--- src/isa_pkg.sv ---
// ============================
// Instruction set definitions: opcode values, the two
// instruction word formats and the union that overlays them
// ============================

package isa_pkg;

	// Architectural register count and data width
	localparam int NUM_REGS = 32;
	localparam int XLEN = 32;

	// Opcode field in bits 31 to 26 of every word
	// Codes not listed here decode as illegal
	typedef enum logic [5:0] {
		NOP  = 6'h00,
		ADD  = 6'h01,
		SUB  = 6'h02,
		AND  = 6'h03,
		OR   = 6'h04,
		XOR  = 6'h05,
		SHL  = 6'h06,
		SHR  = 6'h07,
		MUL  = 6'h08,
		ADDI = 6'h10,
		ANDI = 6'h11,
		ORI  = 6'h12,
		XORI = 6'h13,
		PFX  = 6'h3F
	} opcode_e;

	// Register format with three register fields and a spare tail
	typedef struct packed {
		opcode_e     opcode;
		logic [4:0]  rd;
		logic [4:0]  rs1;
		logic [4:0]  rs2;
		logic [10:0] unused;
	} r_format_t;

	// Immediate format whose low half carries a 16-bit immediate
	typedef struct packed {
		opcode_e     opcode;
		logic [4:0]  rd;
		logic [4:0]  rs1;
		logic [15:0] imm16;
	} i_format_t;

	// One instruction word seen through either format
	typedef union packed {
		r_format_t r;
		i_format_t i;
	} instr_u;

endpackage

--- src/uop_pkg.sv ---
// ============================
// Micro-operation encoding shared by decode, execute
// and result stages
// ============================

package uop_pkg;

	// Operation the execute stage performs on operands a and b
	// ADD to XOR are plain two-operand logic and arithmetic
	// SHL and SHR shift a by the low five bits of b with zero fill
	// MUL keeps only the low word of the product
	typedef enum logic [3:0] {
		ADD = 4'd0,
		SUB = 4'd1,
		AND = 4'd2,
		OR  = 4'd3,
		XOR = 4'd4,
		SHL = 4'd5,
		SHR = 4'd6,
		MUL = 4'd7
	} alu_op_e;

endpackage

--- src/decode_core.sv ---
// ============================
// Pipeline top: decoder, register file, execute
// and result stages
// ============================

module decode_core #(
	parameter bit HAS_MUL = 1'b1
) (
	input  logic            clk,
	input  logic            rst_n,
	input  logic            in_valid,
	output logic            in_ready,
	input  isa_pkg::instr_u in_instr,
	output logic            out_valid,
	input  logic            out_ready,
	output logic [4:0]      out_rd,
	output logic [31:0]     out_value,
	output logic            out_write,
	output logic            out_illegal
);

	// ============================
	// Stage interconnect
	// ============================
	logic             dec_valid;
	logic             dec_ready;
	uop_pkg::alu_op_e dec_op;
	logic [4:0]       dec_rd;
	logic [4:0]       dec_rs1;
	logic [4:0]       dec_rs2;
	logic [31:0]      dec_imm;
	logic             dec_use_imm;
	logic             dec_write;
	logic             dec_illegal;
	logic [31:0]      rs1_data;
	logic [31:0]      rs2_data;
	logic             ex_valid;
	logic             ex_ready;
	logic [4:0]       ex_rd;
	logic [31:0]      ex_value;
	logic             ex_write;
	logic             ex_illegal;
	logic             wr_en;
	logic [4:0]       wr_addr;
	logic [31:0]      wr_data;

	// Port names match the wires above, so the stages connect by name
	instr_decoder #(
		.HAS_MUL(HAS_MUL)
	) i_decoder (.*);

	// Source register fields from decode address the read ports directly
	reg_file i_reg_file (
		.clk(clk),
		.rst_n(rst_n),
		.rd_addr_a(dec_rs1),
		.rd_addr_b(dec_rs2),
		.rd_data_a(rs1_data),
		.rd_data_b(rs2_data),
		.wr_en(wr_en),
		.wr_addr(wr_addr),
		.wr_data(wr_data)
	);

	int_execute i_execute (.*);

	result_stage i_result (.*);

endmodule

--- src/instr_decoder.sv ---
// ============================
// Decode stage: input handshake, prefix latch, field
// extraction and the registered decode bus
// ============================

module instr_decoder #(
	parameter bit HAS_MUL = 1'b1
) (
	input  logic             clk,
	input  logic             rst_n,
	input  logic             in_valid,
	output logic             in_ready,
	input  isa_pkg::instr_u  in_instr,
	output logic             dec_valid,
	input  logic             dec_ready,
	output uop_pkg::alu_op_e dec_op,
	output logic [4:0]       dec_rd,
	output logic [4:0]       dec_rs1,
	output logic [4:0]       dec_rs2,
	output logic [31:0]      dec_imm,
	output logic             dec_use_imm,
	output logic             dec_write,
	output logic             dec_illegal
);

	logic             accept;
	logic             pfx_valid;
	logic [15:0]      pfx_hi;
	uop_pkg::alu_op_e op_d;
	logic             use_imm_d;
	logic             illegal_d;
	logic             nop_d;
	logic             is_pfx;
	logic [4:0]       rd_d;
	logic [4:0]       rs1_d;
	logic [31:0]      imm_d;
	logic             write_d;

	// The register takes a new word whenever its current item leaves or it is empty
	assign in_ready = !dec_valid || dec_ready;
	assign accept = in_valid && in_ready;

	// ============================
	// Opcode decode
	// ============================
	always_comb begin
		op_d = uop_pkg::ADD;
		use_imm_d = 1'b0;
		illegal_d = 1'b0;
		nop_d = 1'b0;
		is_pfx = 1'b0;
		case (in_instr.r.opcode)
			isa_pkg::NOP: nop_d = 1'b1;
			isa_pkg::ADD: op_d = uop_pkg::ADD;
			isa_pkg::SUB: op_d = uop_pkg::SUB;
			isa_pkg::AND: op_d = uop_pkg::AND;
			isa_pkg::OR:  op_d = uop_pkg::OR;
			isa_pkg::XOR: op_d = uop_pkg::XOR;
			isa_pkg::SHL: op_d = uop_pkg::SHL;
			isa_pkg::SHR: op_d = uop_pkg::SHR;
			isa_pkg::MUL: begin
				// Without a multiplier the code is treated as unknown
				if (HAS_MUL)
					op_d = uop_pkg::MUL;
				else
					illegal_d = 1'b1;
			end
			isa_pkg::ADDI: begin
				op_d = uop_pkg::ADD;
				use_imm_d = 1'b1;
			end
			isa_pkg::ANDI: begin
				op_d = uop_pkg::AND;
				use_imm_d = 1'b1;
			end
			isa_pkg::ORI: begin
				op_d = uop_pkg::OR;
				use_imm_d = 1'b1;
			end
			isa_pkg::XORI: begin
				op_d = uop_pkg::XOR;
				use_imm_d = 1'b1;
			end
			isa_pkg::PFX: is_pfx = 1'b1;
			default: illegal_d = 1'b1;
		endcase
	end

	// Register fields sit at the same bits in both views and are read through the R view
	assign rd_d = in_instr.r.rd;
	assign rs1_d = in_instr.r.rs1;

	// A pending prefix supplies the upper half, otherwise sign extend imm16
	assign imm_d = pfx_valid ? {pfx_hi, in_instr.i.imm16}
		: {{16{in_instr.i.imm16[15]}}, in_instr.i.imm16};

	// Writes to r0 are dropped here so the register file never sees them
	assign write_d = !illegal_d && !nop_d && !is_pfx && (rd_d != 5'd0);

	// ============================
	// Prefix latch and decode register
	// ============================
	always_ff @(posedge clk) begin
		if (!rst_n) begin
			pfx_valid <= 1'b0;
		end else if (accept) begin
			// Any accepted non-prefix word consumes the prefix
			pfx_valid <= is_pfx;
		end
	end

	always_ff @(posedge clk) begin
		if (accept && is_pfx)
			pfx_hi <= in_instr.i.imm16;
	end

	// A prefix word is swallowed and leaves the stage empty
	always_ff @(posedge clk) begin
		if (!rst_n)
			dec_valid <= 1'b0;
		else if (in_ready)
			dec_valid <= in_valid && !is_pfx;
	end

	// Payload holds while execute stalls
	always_ff @(posedge clk) begin
		if (accept) begin
			dec_op <= op_d;
			dec_rd <= rd_d;
			dec_rs1 <= rs1_d;
			dec_rs2 <= in_instr.r.rs2;
			dec_imm <= imm_d;
			dec_use_imm <= use_imm_d;
			dec_write <= write_d;
			dec_illegal <= illegal_d;
		end
	end

endmodule

--- src/int_execute.sv ---
// ============================
// Execute stage: operand select, ALU and multiplier,
// purely combinational
// ============================

module int_execute (
	input  logic             dec_valid,
	output logic             dec_ready,
	input  uop_pkg::alu_op_e dec_op,
	input  logic [4:0]       dec_rd,
	input  logic [31:0]      dec_imm,
	input  logic             dec_use_imm,
	input  logic             dec_write,
	input  logic             dec_illegal,
	input  logic [31:0]      rs1_data,
	input  logic [31:0]      rs2_data,
	output logic             ex_valid,
	input  logic             ex_ready,
	output logic [4:0]       ex_rd,
	output logic [31:0]      ex_value,
	output logic             ex_write,
	output logic             ex_illegal
);

	logic [31:0] op_b;
	logic [31:0] result;

	// The stage holds no state, so handshake and tags pass straight across
	assign ex_valid = dec_valid;
	assign dec_ready = ex_ready;
	assign ex_rd = dec_rd;
	assign ex_write = dec_write;
	assign ex_illegal = dec_illegal;

	// Immediate formats replace the second register operand
	assign op_b = dec_use_imm ? dec_imm : rs2_data;

	always_comb begin
		case (dec_op)
			uop_pkg::ADD: result = rs1_data + op_b;
			uop_pkg::SUB: result = rs1_data - op_b;
			uop_pkg::AND: result = rs1_data & op_b;
			uop_pkg::OR:  result = rs1_data | op_b;
			uop_pkg::XOR: result = rs1_data ^ op_b;
			// Shift amount is masked to the low five bits
			uop_pkg::SHL: result = rs1_data << op_b[4:0];
			uop_pkg::SHR: result = rs1_data >> op_b[4:0];
			// Only the low word of the product is kept
			uop_pkg::MUL: result = rs1_data * op_b;
			default: result = '0;
		endcase
	end

	// Illegal words retire with a zero value
	assign ex_value = dec_illegal ? 32'd0 : result;

endmodule

--- src/reg_file.sv ---
// ============================
// Architectural register file, two combinational
// read ports and one write port
// ============================

module reg_file (
	input  logic        clk,
	input  logic        rst_n,
	input  logic [4:0]  rd_addr_a,
	input  logic [4:0]  rd_addr_b,
	output logic [31:0] rd_data_a,
	output logic [31:0] rd_data_b,
	input  logic        wr_en,
	input  logic [4:0]  wr_addr,
	input  logic [31:0] wr_data
);

	logic [isa_pkg::XLEN-1:0] regs [isa_pkg::NUM_REGS];

	// Register 0 is never a write target, so clearing it once keeps it zero
	always_ff @(posedge clk) begin
		if (!rst_n) begin
			for (int i = 0; i < isa_pkg::NUM_REGS; i++)
				regs[i] <= '0;
		end else if (wr_en) begin
			regs[wr_addr] <= wr_data;
		end
	end

	// Reads see a write once its edge has passed, which removes any need to forward
	assign rd_data_a = regs[rd_addr_a];
	assign rd_data_b = regs[rd_addr_b];

endmodule

--- src/result_stage.sv ---
// ============================
// Result stage: output register, register-file write
// and output handshake
// ============================

module result_stage (
	input  logic        clk,
	input  logic        rst_n,
	input  logic        ex_valid,
	output logic        ex_ready,
	input  logic [4:0]  ex_rd,
	input  logic [31:0] ex_value,
	input  logic        ex_write,
	input  logic        ex_illegal,
	output logic        wr_en,
	output logic [4:0]  wr_addr,
	output logic [31:0] wr_data,
	output logic        out_valid,
	input  logic        out_ready,
	output logic [4:0]  out_rd,
	output logic [31:0] out_value,
	output logic        out_write,
	output logic        out_illegal
);

	logic capture;

	// Space is free when the register is empty or being drained this cycle
	assign ex_ready = !out_valid || out_ready;
	assign capture = ex_valid && ex_ready;

	// The write commits on the capture edge, ahead of the output handshake
	assign wr_en = capture && ex_write;
	assign wr_addr = ex_rd;
	assign wr_data = ex_value;

	always_ff @(posedge clk) begin
		if (!rst_n)
			out_valid <= 1'b0;
		else if (ex_ready)
			out_valid <= ex_valid;
	end

	// Held stable while the consumer stalls
	always_ff @(posedge clk) begin
		if (capture) begin
			out_rd <= ex_rd;
			out_value <= ex_value;
			out_write <= ex_write;
			out_illegal <= ex_illegal;
		end
	end

endmodule

--- config.mk ---
export PLATFORM = sky130hd
export DESIGN_NAME = decode_core
export DESIGN_NICKNAME = d
export VERILOG_FILES = /design/src/isa_pkg.sv /design/src/uop_pkg.sv /design/src/decode_core.sv /design/src/instr_decoder.sv /design/src/int_execute.sv /design/src/reg_file.sv /design/src/result_stage.sv
export SDC_FILE = /design/constraint.sdc
export NUM_CORES = 2
export LEC_CHECK = 0
export ABC_AREA = 1
export BUFFER_PORTS_ARGS = -buffer_cell sky130_fd_sc_hd__buf_2
export CAP_MARGIN = 20
export CORE_UTILIZATION = 28
export CTS_CLUSTER_DIAMETER = 50
export CTS_CLUSTER_SIZE = 28
export DETAILED_ROUTE_END_ITERATION = 10
export GPL_ROUTABILITY_DRIVEN = 0
export PLACE_DENSITY_LB_ADDON = 0.12
export SLEW_MARGIN = 20
export SYNTH_ARGS = -nofsm -noshare
export SYNTH_HDL_FRONTEND = slang
export SYNTH_SLANG_ARGS = --single-unit
--- constraint.sdc ---
create_clock -name clk -period 24.2 [get_ports clk]
set_input_delay 4.84 -clock clk [delete_from_list [all_inputs] [get_ports clk]]
set_output_delay 4.84 -clock clk [all_outputs]
set_load 0.03 [all_outputs]
### Word-level counts from Yosys, hierarchy flattened

Memories as Yosys holds them, arrays and structs flattened. A register that Yosys moved wholly into a read port is not among the register bits.
Index checks and enable logic that the tools add are counted.

* add/sub/neg operators: 2
* $mul: 1
* equal/unequal tests: 20
* shift operators: 2
* muxes and demuxes: 18
* bitwise logic cells: 3
* reduce and logical (&&, ||, !) cells: 23

Operators with widths (number)
* case mux 32 bit (8 select lines): 1
* 2-to-1 mux 32 bit: 4
* adder 32 bit: 1
* AND 32 bit: 1
* multiplier 32 x 32 -> 32 bit: 1
* OR 32 bit: 1
* OR reduction 32 bit: 1
* << shifter 32 x 5 -> 32 bit: 1
* >> shifter 32 x 5 -> 32 bit: 1
* subtractor 32 bit: 1
* bitwise XOR 32 bit: 1
* == test 6 x 3 -> 1 bit (second input constant): 4
* == test 6 x 5 -> 1 bit (second input constant): 4
* case mux 3 bit (7 select lines): 1
* == test 4 x 3 -> 1 bit (second input constant): 4
* 2-to-1 mux 5 bit: 3
* OR reduction 14 bit: 1
* == test 6 x 2 -> 1 bit (second input constant): 2
* 2-to-1 mux 1 bit: 9
* == test 4 x 2 -> 1 bit (second input constant): 2
* logical AND 1 bit: 8
* == test 6 x 1 -> 1 bit (second input constant): 1
* == test 6 x 4 -> 1 bit (second input constant): 1
* == test 6 bit (second input constant): 1
* other kinds (8): 14

* register bits after elaboration: 112
* memory bits (writable): 1024
* memories kept: 1

Memory list
* i_reg_file.regs: words 32, width 32, rd ports 2, clocked after Yosys merged registers in 2, wr ports 32, line reg_file.sv:18 `logic [isa_pkg::XLEN-1:0] regs [isa_pkg::NUM_REGS];`

### Logic depth before layout (Yosys ltp)

* word-level depth: 9
* mapped depth: 50

### Hierarchy

Synthesis repeated with hierarchy kept, for this count alone.

* cell total of the unflattened synthesis: 10972
* area, all modules: 84183.2 um2

Modules (own cells, without submodules)
* reg_file: instances 1, cells each 7220, area each 56571.8 um2, seq. area each 30749.5 um2
* int_execute: instances 1, cells each 3488, area each 23648.9 um2, seq. area each 0.0 um2
* instr_decoder: instances 1, cells each 178, area each 2451.1 um2, seq. area each 1961.9 um2
* result_stage: instances 1, cells each 86, area each 1511.4 um2, seq. area each 1191.1 um2

### Least setup slack after synthesis

No wires, ideal clock.

* path kind: input -> output
* start point: input port out_ready
* end point: output port in_ready
* arrival: 5.182 ns
* data required time: 19.360 ns
* setup slack: 14.178 ns
* stages on the path: 2
* cell sequence: inv_1 nand3_1

* word-level cells in the longest chain between the ends: 2

RTL lines
* start: declaration: line decode_core.sv:15 `input logic out_ready,`
* logical OR 1 bit: line result_stage.sv:29 `assign ex_ready = !out_valid || out_ready;`
* logical OR 1 bit: line instr_decoder.sv:40 `assign in_ready = !dec_valid || dec_ready;`
* end: declaration: line decode_core.sv:12 `output logic in_ready,`

Every way passes these cells.

==> impl_results.md <==
- Outcome: completed
- Proportion of power drawn by flip-flops and latches: 13.7%
- Total routing usage reported by global routing: a little over a quarter
- CTS tree: done
- Post CTS Setup Buffer Count: 0
- Total power density per cell area: approximately 180 nW/um2
- Number of hold buffers added after CTS: 0
- Maximum net fanout on the critical path: approximately 210
- Cell depth of the worst flop-to-flop path: 35
- # H-tree levels: 4
- Area of the core: between 200000 and 300000 um2
- Hold Slack: 0.448 ns
- FFs w/ async S/R, synth: 0%
- IO Port Bufs: 76
- Startpoint class of the critical path: register
- Global-route wire length before repair: roughly 580000 um
- Crit path arrival time: between 10 and 15 ns
- Worst Setup End Kind: register
- Vias in the first global route: 75800
- Total number of nets in the final design: 10800
- Post-placement worst setup slack: 10.86 ns
- Total power after layout: 0.0168 W
- Number of warnings issued by yosys: 0
- Clk Tree Root Cell: clkbuf_16
- Number of CTS-inserted buffers: approximately 140
- Sequential fraction of the synthesis area: around two fifths
- Worst min-delay path class: register to register
- Worst-path clk slew: about 0.070 ns
- Final critical-path share of the clock period: between 50% and 60%
- Effective utilization at floorplan: approximately 28%
- Synthesized area divided by synthesized cell count: 8.03 um2
- Number of distinct library cells after synthesis: 69
- Critical Path Max Stage Delay: approximately 0.9 ns
- Setup_tns: 0 ns
- Critical-path top delay cell: nand2_2
- Part of the power in the clock network: between 10 and 15%
- Wire length per cell after detailed routing: 29.4 um
- Fraction of layout cells with a size suffix above 1: about 7.9%
- Post-synth top flop: edfxtp_1
- Slew of the pin with the lowest slew margin: approximately 1.3 ns
- Internal power consumption: 0.00785 W
- First drt pass iteration count: 8
- Number of flops mapped to enable cells by yosys: ~1100
- CP endpoint: i_reg_file.regs[28][20]
- Number of top-level pins: a little under 80
- Setup CP Type: register to register
- Layout overhead on the synthesized area: 9.00%
- Required time of the worst setup path: 24.72 ns
- Worst path setup slack after routing: between 10 and 15 ns
- Highest clock frequency the design can meet: roughly 0.073 GHz
- WL final: 415000 um
- Number of cells on the critical path: 35
- Resized Gates After CTS: 0
- R2R Path End: i_reg_file.regs[28][20]
- Initial antenna violation count: 9
- Util after Layout: approximately 30%
- Violation count after the first detailed-routing iteration: approximately 8400
- Die Footprint: about 300000 um2
- Worst clock skew: 0.0984 ns
- Final hold vios: 0
- Cell count after synthesis: approximately 10000
- Unrepaired setup endpoints after global routing: false
- Synth Net Count: 11100
- WP buf/inv: 8
- Placed wire-length estimate: between 200000 and 300000 um
- Vias per std cell: between 5 and 6
- R2R Setup Slk: around 11 ns
- Largest delay contributor family on the critical path: adder cells
- Switching portion of total power: 53.3%
- DRT antenna net count: 0
- Number of setup violations in the final report: 0
- Net switching component of the power: 0.00894 W
- Overflow left after global routing: 0
- Y dimension of the die: 550 um
- Max Transition Viols Final: 0
- Worst max-slew margin expressed relative to the limit: 11.3%
- Sinks on the clock net: between 1000 and 1500
- Most common cell after layout, fill and taps aside: nand2_1
- Library cell appearing most often on the critical path: fa_1
- Syn Std Cell Area: about 84000 um2
- Combinational group share of total power: around 73%
- Most frequent cells in the layout: 2583 x nand2_1, 1715 x nor2_1, 1253 x nand3_1
- Max VDD drop: between 0.0006 and 0.0007 V
- DRC errors left: 0
- Fin crit period: approximately 14 ns
- Maxcap violations: 0
- Filler cells: roughly 31000
- Routed vias: around 77000
- Number of instances on the worst hold path: 2
- Standard-cell row count: 200
- Worst skew pair latency: approximately 0.85 ns
- Die X: approximately 550 um
- Leakage power: 36.7 nW
- Maximum number of pins on one net before global-route repair: between 200 and 250
- Number of buffers on the longest clock path: 4
- Flop and latch count out of synthesis: between 1000 and 1500
## layer usage
layer / part of all wire, % / track usage (%)
met5: 0.0026 / 0
met4: 6.5 / 15.6
met3: 7.2 / 3.52
met2: 46 / 43.8
met1: 40 / 34.0
## Yosys cell counts, types with 10 or more instances
master,count,area share (%)
buf_4,143,1.3
inv_1,718,3.2
a221oi_1,16,0.17
xnor2_1,10,0.10
o21ai_1,125,0.74
nor2_2,66,0.49
o21ai_0,501,3.0
nor2_1,1715,7.6
nand2_2,50,0.37
nand3_1,1253,7.4
buf_2,258,1.5
o211ai_1,34,0.30
o31ai_1,19,0.17
nand2_1,2656,12
edfxtp_1,1127,40
buf_6,90,1.2
a21oi_1,320,1.9
ha_1,218,3.2
nor3_1,41,0.24
a31oi_1,13,0.097
clkbuf_1,234,1.0
o221ai_1,79,0.82
o22ai_1,52,0.39
or2_2,13,0.097
dfxtp_1,13,0.31
nand3b_1,22,0.20
nand4_1,15,0.11
fa_1,409,9.7
a211oi_1,12,0.11
xor2_1,38,0.40
inv_2,49,0.22
buf_1,58,0.26
## power by group through the flow
| stage | clock [W] | combinational, W | sequential [W] |
|---|---|---|---|
| floorplan | 0 | 0.00834 | 0.00233 |
| finish | 0.00231 | 0.0122 | 0.00230 |
| detailed placement | 0 | 0.0120 | 0.00234 |
| CTS | 0.00234 | 0.0121 | 0.00230 |
| global placement | 0 | 0.0121 | 0.00234 |
| global route | 0.00240 | 0.0136 | 0.00231 |
## sequential cells by signal (all words and copies together), names as in the netlist, 3 cells and up, named ones only
register,count
i_result.out_rd,5
i_decoder.dec_imm,32
i_decoder.dec_rd,5
i_result.out_value,32
i_decoder.pfx_hi,16
i_decoder.dec_rs1,5
i_reg_file.regs,1024
i_decoder.dec_op,3
## cells by family after synthesis
family,synth area share (%)
buffers and inverters,8.94
DFF,40.5
adders and majority gates,13.0
AOI/OAI and AO/OA,8.17
and+or+nand+nor,28.8
muxes,0.0594
xor gates and xnor gates,0.519
## how the worst min path moves through the flow
stage,start,to
after floorplan,i_decoder.dec_rs1[0],register
after global placement,i_decoder.dec_rs1[2],register
after detailed placement,i_decoder.dec_rs1[2],register
after CTS,i_decoder.dec_rs1[2],register
after global routing,i_decoder.dec_rs1[2],register
final,i_decoder.dec_rs1[2],register
## cell type report
class                   instances  area, um2  share of cell area [%]
clock buffers                 159       3770                    4.10
clock inverters                91       1140                    1.24
repair buffers                268       1890                    2.06
diodes                          2       5.00                 0.00545
inverters                     781       3000                    3.27
flip-flops and latches       1140      34100                    37.2
well taps                    3939       4930                    5.37
multi-input cells            7769      42900                    46.8
## metrics by stage
step / cell area, um2 / std cells
global route: 91800 / 14100
detailed placement: 86800 / 13900
finish: 91800 / 14100
CTS: 91700 / 14100
floorplan: 84200 / 10500
global placement: 86800 / 13900
## tightest hold or removal path, delay by kind of cell (launching register included)
kind | cells | cell delay, ns
flip-flops | 1 | 0.32
AND/OR/NAND/NOR | 2 | 0.10
No activity file was read; power rests on OpenSTA's default activity.
